[src/source/net_settings.svh]
`ifndef NET_SETTINGS_SVH
`define NET_SETTINGS_SVH

// Stream beat geometry
`define NET_DATA_BITS 64
`define NET_KEEP_BITS 8
// Ethernet minimum of 64 bytes in 8-byte beats
`define NET_MIN_FRAME_BEATS 8

// FIFO sizing
`define NET_RX_FIFO_DEPTH 32
`define NET_TX_FIFO_DEPTH 32
`define NET_RX_PROG_FULL 24

// Reset release delay and slice depth
`define NET_RST_SYNC_STAGES 2
`define NET_SLICE_STAGES 2

`endif

[src/source/net_pkg.sv]
`include "net_settings.svh"

package net_pkg;

  // One beat of stream payload
  typedef logic [`NET_DATA_BITS-1:0] net_data_t;

  // Byte enables, contiguous from bit 0
  typedef logic [`NET_KEEP_BITS-1:0] net_keep_t;

  // Fill count
  // One extra bit so a full FIFO reads as DEPTH
  typedef logic [$clog2(`NET_RX_FIFO_DEPTH):0] net_fill_t;

  // Reset sequencer
  // HOLD while any reset source is up
  // SETTLE counts the release delay
  // RUN lets the datapath go
  typedef enum logic [1:0] {
    RST_HOLD,
    RST_SETTLE,
    RST_RUN
  } net_rst_state_e;

endpackage

[src/source/net_frame_padder.sv]
`timescale 1ns/10ps

`include "net_settings.svh"

module net_frame_padder
  import net_pkg::*;
(
  input  logic      rclk,
  input  logic      rst,
  input  logic      in_valid,
  output logic      in_ready,
  input  net_data_t in_data,
  input  net_keep_t in_keep,
  input  logic      in_last,
  output logic      out_valid,
  input  logic      out_ready,
  output net_data_t out_data,
  output net_keep_t out_keep,
  output logic      out_last
);

  localparam int CNT_BITS = $clog2(`NET_MIN_FRAME_BEATS) + 1;
  localparam logic [CNT_BITS-1:0] MIN_BEATS = CNT_BITS'(`NET_MIN_FRAME_BEATS);

  // Beats of the current frame already emitted
  // Saturates once the minimum is reached
  logic [CNT_BITS-1:0] beat_cnt;
  logic [CNT_BITS-1:0] beat_inc;

  logic      pad_q;
  logic      accept_q;
  logic      load;
  logic      take;
  logic      pad_beat;
  logic      pad_done;
  logic      short_last;
  net_data_t masked_data;

  // Output register is free when empty or being drained
  assign load     = !out_valid || out_ready;
  assign in_ready = accept_q && load;
  assign take     = in_valid && in_ready;
  assign pad_beat = pad_q && load;

  assign beat_inc   = beat_cnt + CNT_BITS'(1);
  assign pad_done   = (beat_inc == MIN_BEATS);
  assign short_last = in_last && (beat_inc < MIN_BEATS);

  // Zero the bytes outside keep
  always_comb begin
    for (int b = 0; b < `NET_KEEP_BITS; b++) begin
      masked_data[8*b +: 8] = in_data[8*b +: 8] & {8{in_keep[b]}};
    end
  end

  always_ff @(posedge rclk) begin
    if (rst) begin
      out_valid <= 1'b0;
      pad_q     <= 1'b0;
      accept_q  <= 1'b0;
      beat_cnt  <= '0;
    end else begin
      // Input opens again whenever no padding is pending
      accept_q <= !pad_q;
      if (pad_beat) begin
        out_valid <= 1'b1;
        if (pad_done) begin
          pad_q    <= 1'b0;
          accept_q <= 1'b1;
          beat_cnt <= '0;
        end else begin
          beat_cnt <= beat_inc;
        end
      end else if (take) begin
        out_valid <= 1'b1;
        if (short_last) begin
          // Short frame so switch to padding
          pad_q    <= 1'b1;
          accept_q <= 1'b0;
          beat_cnt <= beat_inc;
        end else if (in_last) begin
          beat_cnt <= '0;
        end else if (beat_cnt < MIN_BEATS) begin
          beat_cnt <= beat_inc;
        end
      end else if (load) begin
        out_valid <= 1'b0;
      end
    end
  end

  // Payload
  always_ff @(posedge rclk) begin
    if (pad_beat) begin
      out_data <= '0;
      out_keep <= '1;
      out_last <= pad_done;
    end else if (take) begin
      if (short_last) begin
        // Last real beat goes out full width with last cleared
        out_data <= masked_data;
        out_keep <= '1;
        out_last <= 1'b0;
      end else begin
        out_data <= in_data;
        out_keep <= in_keep;
        out_last <= in_last;
      end
    end
  end

endmodule

[src/source/net_reg_slice.sv]
`timescale 1ns/10ps

`include "net_settings.svh"

module net_reg_slice
  import net_pkg::*;
#(
  parameter int N_STAGES = 2
) (
  input  logic      rclk,
  input  logic      rst,
  input  logic      in_valid,
  output logic      in_ready,
  input  net_data_t in_data,
  input  net_keep_t in_keep,
  input  logic      in_last,
  output logic      out_valid,
  input  logic      out_ready,
  output net_data_t out_data,
  output net_keep_t out_keep,
  output logic      out_last
);

  // Stream between stages
  // Index 0 is the slice input and N_STAGES the slice output
  logic [N_STAGES:0] st_valid;
  logic [N_STAGES:0] st_ready;
  logic [N_STAGES:0] st_last;
  net_data_t         st_data [N_STAGES+1];
  net_keep_t         st_keep [N_STAGES+1];

  assign st_valid[0] = in_valid;
  assign st_data[0]  = in_data;
  assign st_keep[0]  = in_keep;
  assign st_last[0]  = in_last;
  assign in_ready    = st_ready[0];

  assign out_valid          = st_valid[N_STAGES];
  assign out_data           = st_data[N_STAGES];
  assign out_keep           = st_keep[N_STAGES];
  assign out_last           = st_last[N_STAGES];
  assign st_ready[N_STAGES] = out_ready;

  for (genvar i = 0; i < N_STAGES; i++) begin : g_stage
    logic      main_valid;
    logic      skid_valid;
    logic      ready_q;
    logic      main_en;
    logic      take;
    net_data_t main_data;
    net_data_t skid_data;
    net_keep_t main_keep;
    net_keep_t skid_keep;
    logic      main_last;
    logic      skid_last;

    // Main register may load when empty or being drained
    assign main_en = st_ready[i+1] || !main_valid;
    assign take    = st_valid[i] && ready_q;

    always_ff @(posedge rclk) begin
      if (rst) begin
        main_valid <= 1'b0;
        skid_valid <= 1'b0;
        ready_q    <= 1'b0;
      end else if (main_en) begin
        // Skid beat has priority since it is older
        main_valid <= skid_valid || take;
        skid_valid <= 1'b0;
        ready_q    <= 1'b1;
      end else if (take) begin
        // Downstream stalled so park the beat
        skid_valid <= 1'b1;
        ready_q    <= 1'b0;
      end
    end

    // Payload
    always_ff @(posedge rclk) begin
      if (main_en) begin
        main_data <= skid_valid ? skid_data : st_data[i];
        main_keep <= skid_valid ? skid_keep : st_keep[i];
        main_last <= skid_valid ? skid_last : st_last[i];
      end else if (take) begin
        skid_data <= st_data[i];
        skid_keep <= st_keep[i];
        skid_last <= st_last[i];
      end
    end

    assign st_ready[i]   = ready_q;
    assign st_valid[i+1] = main_valid;
    assign st_data[i+1]  = main_data;
    assign st_keep[i+1]  = main_keep;
    assign st_last[i+1]  = main_last;
  end

endmodule

[src/source/net_reset_ctrl.sv]
`timescale 1ns/10ps

`include "net_settings.svh"

module net_reset_ctrl
  import net_pkg::*;
(
  input  logic rclk,
  input  logic rst,
  input  logic mac_tx_rst,
  output logic net_rst,
  output logic core_ready
);

  // Counter wide enough for the settle delay
  localparam int CNT_BITS = $clog2(`NET_RST_SYNC_STAGES) + 1;
  localparam logic [CNT_BITS-1:0] SETTLE_LAST = CNT_BITS'(`NET_RST_SYNC_STAGES - 1);

  net_rst_state_e state;
  logic [CNT_BITS-1:0] settle_cnt;

  always_ff @(posedge rclk) begin
    if (rst) begin
      state      <= RST_HOLD;
      settle_cnt <= '0;
    end else begin
      case (state)
        RST_HOLD: begin
          settle_cnt <= '0;
          // First edge with both sources low starts the delay
          if (!mac_tx_rst) begin
            state <= RST_SETTLE;
          end
        end
        RST_SETTLE: begin
          if (mac_tx_rst) begin
            state <= RST_HOLD;
          end else if (settle_cnt == SETTLE_LAST) begin
            state <= RST_RUN;
          end else begin
            settle_cnt <= settle_cnt + CNT_BITS'(1);
          end
        end
        RST_RUN: begin
          // MAC dropping back into reset flushes the whole datapath
          if (mac_tx_rst) begin
            state <= RST_HOLD;
          end
        end
        default: begin
          state <= RST_HOLD;
        end
      endcase
    end
  end

  // Decoded straight from the state register
  assign net_rst = (state != RST_RUN);

  // Exported status
  assign core_ready = ~net_rst;

endmodule

[src/source/net_stream_fifo.sv]
`timescale 1ns/10ps

`include "net_settings.svh"

module net_stream_fifo
  import net_pkg::*;
#(
  parameter int unsigned DEPTH       = 32,
  parameter bit          PACKET_MODE = 1'b0
) (
  input  logic      rclk,
  input  logic      rst,
  input  logic      in_valid,
  output logic      in_ready,
  input  net_data_t in_data,
  input  net_keep_t in_keep,
  input  logic      in_last,
  output logic      out_valid,
  input  logic      out_ready,
  output net_data_t out_data,
  output net_keep_t out_keep,
  output logic      out_last,
  output net_fill_t fill,
  output logic      prog_full
);

  localparam int PTR_BITS = (DEPTH > 1) ? $clog2(DEPTH) : 1;
  localparam logic [PTR_BITS-1:0] PTR_LAST = PTR_BITS'(DEPTH - 1);

  // Storage
  net_data_t         mem_data [DEPTH];
  net_keep_t         mem_keep [DEPTH];
  logic [DEPTH-1:0]  mem_last;

  logic [PTR_BITS-1:0] wr_ptr;
  logic [PTR_BITS-1:0] rd_ptr;
  net_fill_t           count;
  net_fill_t           count_next;
  logic                in_ready_q;
  logic                wr;
  logic                rd;
  logic                frames_ok;

  assign in_ready = in_ready_q;
  assign wr       = in_valid && in_ready_q;

  // Head entry is read straight from the array
  assign out_valid = (count != '0) && frames_ok;
  assign rd        = out_valid && out_ready;
  assign out_data  = mem_data[rd_ptr];
  assign out_keep  = mem_keep[rd_ptr];
  assign out_last  = mem_last[rd_ptr];

  assign count_next = count + net_fill_t'(wr) - net_fill_t'(rd);

  always_ff @(posedge rclk) begin
    if (rst) begin
      wr_ptr     <= '0;
      rd_ptr     <= '0;
      count      <= '0;
      in_ready_q <= 1'b0;
    end else begin
      if (wr) begin
        wr_ptr <= (wr_ptr == PTR_LAST) ? '0 : wr_ptr + PTR_BITS'(1);
      end
      if (rd) begin
        rd_ptr <= (rd_ptr == PTR_LAST) ? '0 : rd_ptr + PTR_BITS'(1);
      end
      count <= count_next;
      // Registered ready from the next fill level
      in_ready_q <= (count_next < net_fill_t'(DEPTH));
    end
  end

  always_ff @(posedge rclk) begin
    if (wr) begin
      mem_data[wr_ptr] <= in_data;
      mem_keep[wr_ptr] <= in_keep;
      mem_last[wr_ptr] <= in_last;
    end
  end

  if (PACKET_MODE) begin : g_pkt
    // Frames whose last beat is stored
    net_fill_t frames;

    always_ff @(posedge rclk) begin
      if (rst) begin
        frames <= '0;
      end else begin
        frames <= frames + net_fill_t'(wr && in_last) - net_fill_t'(rd && out_last);
      end
    end

    // Oldest frame is complete whenever any frame is
    assign frames_ok = (frames != '0);
  end else begin : g_plain
    assign frames_ok = 1'b1;
  end

  // Status
  assign fill      = count;
  assign prog_full = (count >= net_fill_t'(`NET_RX_PROG_FULL));

endmodule

[src/source/net_top.sv]
`timescale 1ns/10ps

`include "net_settings.svh"

module net_top
  import net_pkg::*;
(
  input  logic      rclk,
  input  logic      rst,
  input  logic      mac_tx_rst,
  // MAC receive stream
  input  logic      mac_rx_valid,
  output logic      mac_rx_ready,
  input  net_data_t mac_rx_data,
  input  net_keep_t mac_rx_keep,
  input  logic      mac_rx_last,
  // User receive stream
  output logic      net_rx_valid,
  input  logic      net_rx_ready,
  output net_data_t net_rx_data,
  output net_keep_t net_rx_keep,
  output logic      net_rx_last,
  // User transmit stream
  input  logic      net_tx_valid,
  output logic      net_tx_ready,
  input  net_data_t net_tx_data,
  input  net_keep_t net_tx_keep,
  input  logic      net_tx_last,
  // MAC transmit stream
  output logic      mac_tx_valid,
  input  logic      mac_tx_ready,
  output net_data_t mac_tx_data,
  output net_keep_t mac_tx_keep,
  output logic      mac_tx_last,
  // Status
  output logic      core_ready,
  output net_fill_t rx_fill,
  output logic      rx_prog_full
);

  logic net_rst;

  // Receive slice to receive FIFO
  logic      rxs_valid;
  logic      rxs_ready;
  net_data_t rxs_data;
  net_keep_t rxs_keep;
  logic      rxs_last;

  // Padder to packet FIFO
  logic      pad_valid;
  logic      pad_ready;
  net_data_t pad_data;
  net_keep_t pad_keep;
  logic      pad_last;

  // Packet FIFO to transmit slice
  logic      txf_valid;
  logic      txf_ready;
  net_data_t txf_data;
  net_keep_t txf_keep;
  logic      txf_last;

  net_reset_ctrl u_reset (
    .rclk       (rclk),
    .rst        (rst),
    .mac_tx_rst (mac_tx_rst),
    .net_rst    (net_rst),
    .core_ready (core_ready)
  );

  // Receive path
  net_reg_slice #(
    .N_STAGES (`NET_SLICE_STAGES)
  ) u_rx_slice (
    .rclk      (rclk),
    .rst       (net_rst),
    .in_valid  (mac_rx_valid),
    .in_ready  (mac_rx_ready),
    .in_data   (mac_rx_data),
    .in_keep   (mac_rx_keep),
    .in_last   (mac_rx_last),
    .out_valid (rxs_valid),
    .out_ready (rxs_ready),
    .out_data  (rxs_data),
    .out_keep  (rxs_keep),
    .out_last  (rxs_last)
  );

  net_stream_fifo #(
    .DEPTH       (`NET_RX_FIFO_DEPTH),
    .PACKET_MODE (1'b0)
  ) u_rx_fifo (
    .rclk      (rclk),
    .rst       (net_rst),
    .in_valid  (rxs_valid),
    .in_ready  (rxs_ready),
    .in_data   (rxs_data),
    .in_keep   (rxs_keep),
    .in_last   (rxs_last),
    .out_valid (net_rx_valid),
    .out_ready (net_rx_ready),
    .out_data  (net_rx_data),
    .out_keep  (net_rx_keep),
    .out_last  (net_rx_last),
    .fill      (rx_fill),
    .prog_full (rx_prog_full)
  );

  // Transmit path
  // Pad short frames then hold each frame until complete
  net_frame_padder u_pad (
    .rclk      (rclk),
    .rst       (net_rst),
    .in_valid  (net_tx_valid),
    .in_ready  (net_tx_ready),
    .in_data   (net_tx_data),
    .in_keep   (net_tx_keep),
    .in_last   (net_tx_last),
    .out_valid (pad_valid),
    .out_ready (pad_ready),
    .out_data  (pad_data),
    .out_keep  (pad_keep),
    .out_last  (pad_last)
  );

  net_stream_fifo #(
    .DEPTH       (`NET_TX_FIFO_DEPTH),
    .PACKET_MODE (1'b1)
  ) u_tx_fifo (
    .rclk      (rclk),
    .rst       (net_rst),
    .in_valid  (pad_valid),
    .in_ready  (pad_ready),
    .in_data   (pad_data),
    .in_keep   (pad_keep),
    .in_last   (pad_last),
    .out_valid (txf_valid),
    .out_ready (txf_ready),
    .out_data  (txf_data),
    .out_keep  (txf_keep),
    .out_last  (txf_last),
    .fill      (),
    .prog_full ()
  );

  net_reg_slice #(
    .N_STAGES (`NET_SLICE_STAGES)
  ) u_tx_slice (
    .rclk      (rclk),
    .rst       (net_rst),
    .in_valid  (txf_valid),
    .in_ready  (txf_ready),
    .in_data   (txf_data),
    .in_keep   (txf_keep),
    .in_last   (txf_last),
    .out_valid (mac_tx_valid),
    .out_ready (mac_tx_ready),
    .out_data  (mac_tx_data),
    .out_keep  (mac_tx_keep),
    .out_last  (mac_tx_last)
  );

endmodule
[config.mk]
export PLATFORM = sky130hd
export DESIGN_NAME = net_top
export DESIGN_NICKNAME = d
export VERILOG_FILES = /design/src/source/net_pkg.sv /design/src/source/net_frame_padder.sv /design/src/source/net_reg_slice.sv /design/src/source/net_reset_ctrl.sv /design/src/source/net_stream_fifo.sv /design/src/source/net_top.sv
export VERILOG_INCLUDE_DIRS = /design/src /design/src/source
export SDC_FILE = /design/constraint.sdc
export NUM_CORES = 2
export LEC_CHECK = 0
export BUFFER_PORTS_ARGS = -buffer_cell sky130_fd_sc_hd__buf_2
export CAP_MARGIN = 15
export CELL_PAD_IN_SITES_DETAIL_PLACEMENT = 1
export CELL_PAD_IN_SITES_GLOBAL_PLACEMENT = 1
export CORE_AREA = 2 2 597 599
export CTS_BUF_LIST = sky130_fd_sc_hd__clkbuf_8
export DETAILED_ROUTE_END_ITERATION = 16
export DIE_AREA = 0 0 599 601
export GPL_ROUTABILITY_DRIVEN = 0
export GPL_TIMING_DRIVEN = 0
export PLACE_DENSITY = 0.78
export SKIP_CTS_REPAIR_TIMING = 1
export SLEW_MARGIN = 20
export SYNTH_ARGS = -nofsm -noshare
export SYNTH_HDL_FRONTEND = slang
export SYNTH_MEMORY_MAX_BITS = 65536
export SYNTH_SLANG_ARGS = --single-unit
[constraint.sdc]
create_clock -name rclk -period 8.4 [get_ports rclk]
set_input_delay 1.68 -clock rclk [delete_from_list [all_inputs] [get_ports rclk]]
set_output_delay 1.68 -clock rclk [all_outputs]
set_load 0.005 [all_outputs]
==> results.json <==
{
  "syn_nets": 8958,
  "worst_pin_slew_ns": 1.374,
  "finalSetupViolCount": 0,
  "grt_max_degree": 41,
  "pre_cts_ws_ns": 2.845,
  "finalHoldViolations": 0,
  "drt_pass1_iterations": 6,
  "worst_slack_ns": 1.300,
  "crit_path_max_incr_delay_ns": 0.95,
  "synth_top_family_by_area": "multiplexers",
  "synth_top_cell_by_area": "edfxtp_1",
  "synthXorXnorAreaFrac_pct": 0.04718,
  "vias": 111900,
  "wirelength_um": 680700,
  "synth-main-ff-cell": "edfxtp_1",
  "synth_top_area_share_pct": 77.31,
  "synth_top_cells_by_area": "edfxtp_1 77%, mux4_2 14%, mux2_2 2.1%",
  "grtUsageTotal_pct": 37.98,
  "synthMuxAreaShare_pct": 16.91,
  "dieArea_um2": 360000,
  "initial_utilization_pct": 57.68,
  "areaGrowthSynthToFinish_pct": 15.52,
  "switching_share_pct": 22.46,
  "cts_sinks": 5402,
  "grt-ovfl-total": 0,
  "start_kind": "register",
  "dieWidth_um": 599,
  "clkTransAtPathRegs_ns": 0.07,
  "fin_nets": 10550,
  "io_pins": 311,
  "avgSynthCellArea_um2": 23.31,
  "ant_nets": 0,
  "ctsRootBufferMaster": "clkbuf_8",
  "grt_pass1_vias": 116800,
  "drtIter0Drc": 18120,
  "min_period_ns": 7.100,
  "crit_buf_inv": 4,
  "rsz0062_at_grt": "false",
  "power.switching_mw": 11.51,
  "ys_seq_area_share_pct": 78.73,
  "path_max_fanout": 10,
  "syn_area_um2": 204200,
  "cts_buffers": 815,
  "core_area_um2": 354000,
  "power_density_nw_per_um2": 217.2,
  "vdd_drop_max_mv": 0.2249,
  "layout_commonest_cell": "edfxtp_1",
  "cts_tree": "built",
  "synth-compound-area-share_pct": 1.767,
  "ys_warn_count": 0,
  "fin_hold_ws_ns": 0.4176,
  "setup_tns_ns": 0,
  "crit_chain": "clkbuf_2 -> clkbuf_2 -> clkbuf_1 -> mux4_2 -> mux4_2 -> mux2_2 -> buf_2",
  "clkLatencyLatePin_ns": 1.33,
  "grt_pass1_wl_um": 937400,
  "syn_inst": 8760,
  "most-common-layout-cells": "5257 x edfxtp_1, 1245 x mux4_2, 861 x clkbuf_8, 443 x buf_2, 386 x mux2_2",
  "vias_per_cell": 7.078,
  "finClkSkew_ns": 0.1141,
  "crit_required_ns": 6.72,
  "fin_crit_sh_pct": 84.53,
  "critPathArrivalTime_ns": 5.42,
  "p_int_mw": 39.72,
  "max_cap_violations": 0,
  "antenna_found_initial": 42,
  "critPathKind": "reg -> out",
  "status": "finished clean",
  "ys_ff_latch": 5402,
  "critPathTopFamily": "buffers and inverters",
  "crit_path_end_kind": "output pin",
  "p_leak_nw": 74.18,
  "wl_per_cell_um": 43.07,
  "h-tree-depth": 6,
  "synthSimpleGateAreaFrac_pct": 1.097,
  "portBuffers": 310,
  "clkPwrFrac_pct": 41.3,
  "hpwl_um": 421600,
  "seqPwrFrac_pct": 58.4,
  "clk_path_buf_depth": 4,
  "drive_gt1_share_pct": 35.19,
  "synth_edf_count": 5257,
  "drc_errors": 0,
  "yosysUniqueCellTypes": 63,
  "worst_hold_path_type": "reg -> reg",
  "async_flop_share_pct": 0,
  "combPwrFrac_pct": 0.3,
  "slew_headroom_pct": 8.407,
  "synthAdderAreaFrac_pct": 0.2868,
  "die_h_um": 601,
  "slowest_stage": "clkbuf_1",
  "rows": 219,
  "max_clock_freq_mhz": 140.8,
  "slew_viol_final": 0
}
-- final timing paths --
check                                                     start                                             to  slack [ns]  cells past startpoint
setup / recovery                                       register                                net_rx_data[12]        1.30                      7
hold / removal    u_tx_slice.g_stage[0].main_data[38]$_DFFE_PP_  u_tx_slice.g_stage[1].skid_data[38]$_DFFE_PP_        0.42                      0
setup reg to reg                                       register   u_tx_slice.g_stage[0].main_keep[7]$_DFFE_PP_        3.18                      8
hold reg to reg   u_tx_slice.g_stage[0].main_data[38]$_DFFE_PP_  u_tx_slice.g_stage[1].skid_data[38]$_DFFE_PP_        0.42                      0
-- flip-flops by register name, indices dropped and copies added, names as in the netlist, 16 cells and up, named ones only --
name and flops:
u_pad.out_data 64, u_rx_fifo.mem_data 2048, u_rx_fifo.mem_keep 256, u_rx_fifo.mem_last 32
u_rx_slice.g_stage.main_data 64, u_rx_slice.g_stage.skid_data 128, u_rx_slice.g_stage.skid_keep 16, u_rx_slice.out_data 64
u_tx_fifo.mem_data 2048, u_tx_fifo.mem_keep 256, u_tx_fifo.mem_last 32, u_tx_slice.g_stage.main_data 64
u_tx_slice.g_stage.skid_data 128, u_tx_slice.g_stage.skid_keep 16, u_tx_slice.out_data 64
-- cells by family after synthesis --
| family | after synthesis |
|---|---|
| simple gates | 468 |
| buf+inv | 486 |
| compound gates | 503 |
| fa+ha+maj | 45 |
| mux | 1845 |
| flops | 5402 |
| xor+xnor | 11 |
-- area by class of cell --
type,instances,area [um2]
repair buffers,772,9809
flip-flops and latches,5402,160800
diodes,33,82.58
multi-input cells,2872,41600
inverters,49,183.9
well taps,4751,5944
fillers,27820,118200
clock buffers,861,11850
clock inverters,627,3303
plain buffers,437,2266
-- per-layer routing --
| metal | global-route usage [%] | vias to the layer above | share of wire, % |
|---|---|---|---|
| li1 | - | 40600 | - |
| met1 | 45.66 | 58220 | 32 |
| met2 | 61.51 | 10430 | 49 |
| met3 | 8.386 | 2590 | 11 |
| met4 | 26.60 | 18 | 8.3 |
| met5 | 0 | - | 0.017 |
-- through the flow --
| stage | cell area, um2 | instances | power, mW | util, % |
|---|---|---|---|---|
| after detailed placement | 220400 | 14280 | 30.60 | 62.26 |
| after floorplan | 204200 | 8760 | 30.34 | - |
| after global placement | 211700 | 13820 | 30.54 | 59.80 |
| final | 235900 | 15800 | 51.23 | 66.63 |
| after CTS | 235600 | 15760 | 51.18 | 66.54 |
| after global routing | 235800 | 15770 | 52.18 | 66.61 |
-- power groups by stage --
| stage | clock (mW) | sequential [mW] | combinational, mW |
|---|---|---|---|
| 3_3_place_gp | 0 | 30.4 | 0.127 |
| 2_1_floorplan | 0 | 30.3 | 0.0472 |
| 3_5_place_dp | 0 | 30.5 | 0.134 |
| 4_1_cts | 21.1 | 29.9 | 0.139 |
| 5_1_grt | 22.1 | 29.9 | 0.166 |
| 6_report | 21.2 | 29.9 | 0.163 |
-- cells in the mapped netlist (10+ instances only) --
cell type,number
nand2b_1,18
o22ai_1,108
buf_6,24
a22oi_1,51
mux4_2,1245
a21o_1,16
nand4_1,10
and2_1,24
nand3_1,29
a31oi_1,22
a22o_1,68
mux2_2,386
nand2_1,127
o211a_1,15
dfxtp_1,145
o31ai_1,13
o21ai_0,56
a2111oi_2,12
o211ai_1,13
ha_1,42
clkbuf_1,202
edfxtp_1,5257
nor2_1,143
buf_4,47
inv_1,47
mux2i_1,214
and3_1,13
o221ai_1,20
a21oi_1,52
buf_1,26
a211oi_1,27
buf_2,133
nor3_1,26
nor2b_1,26
Power figures use the tool's default switching activity.
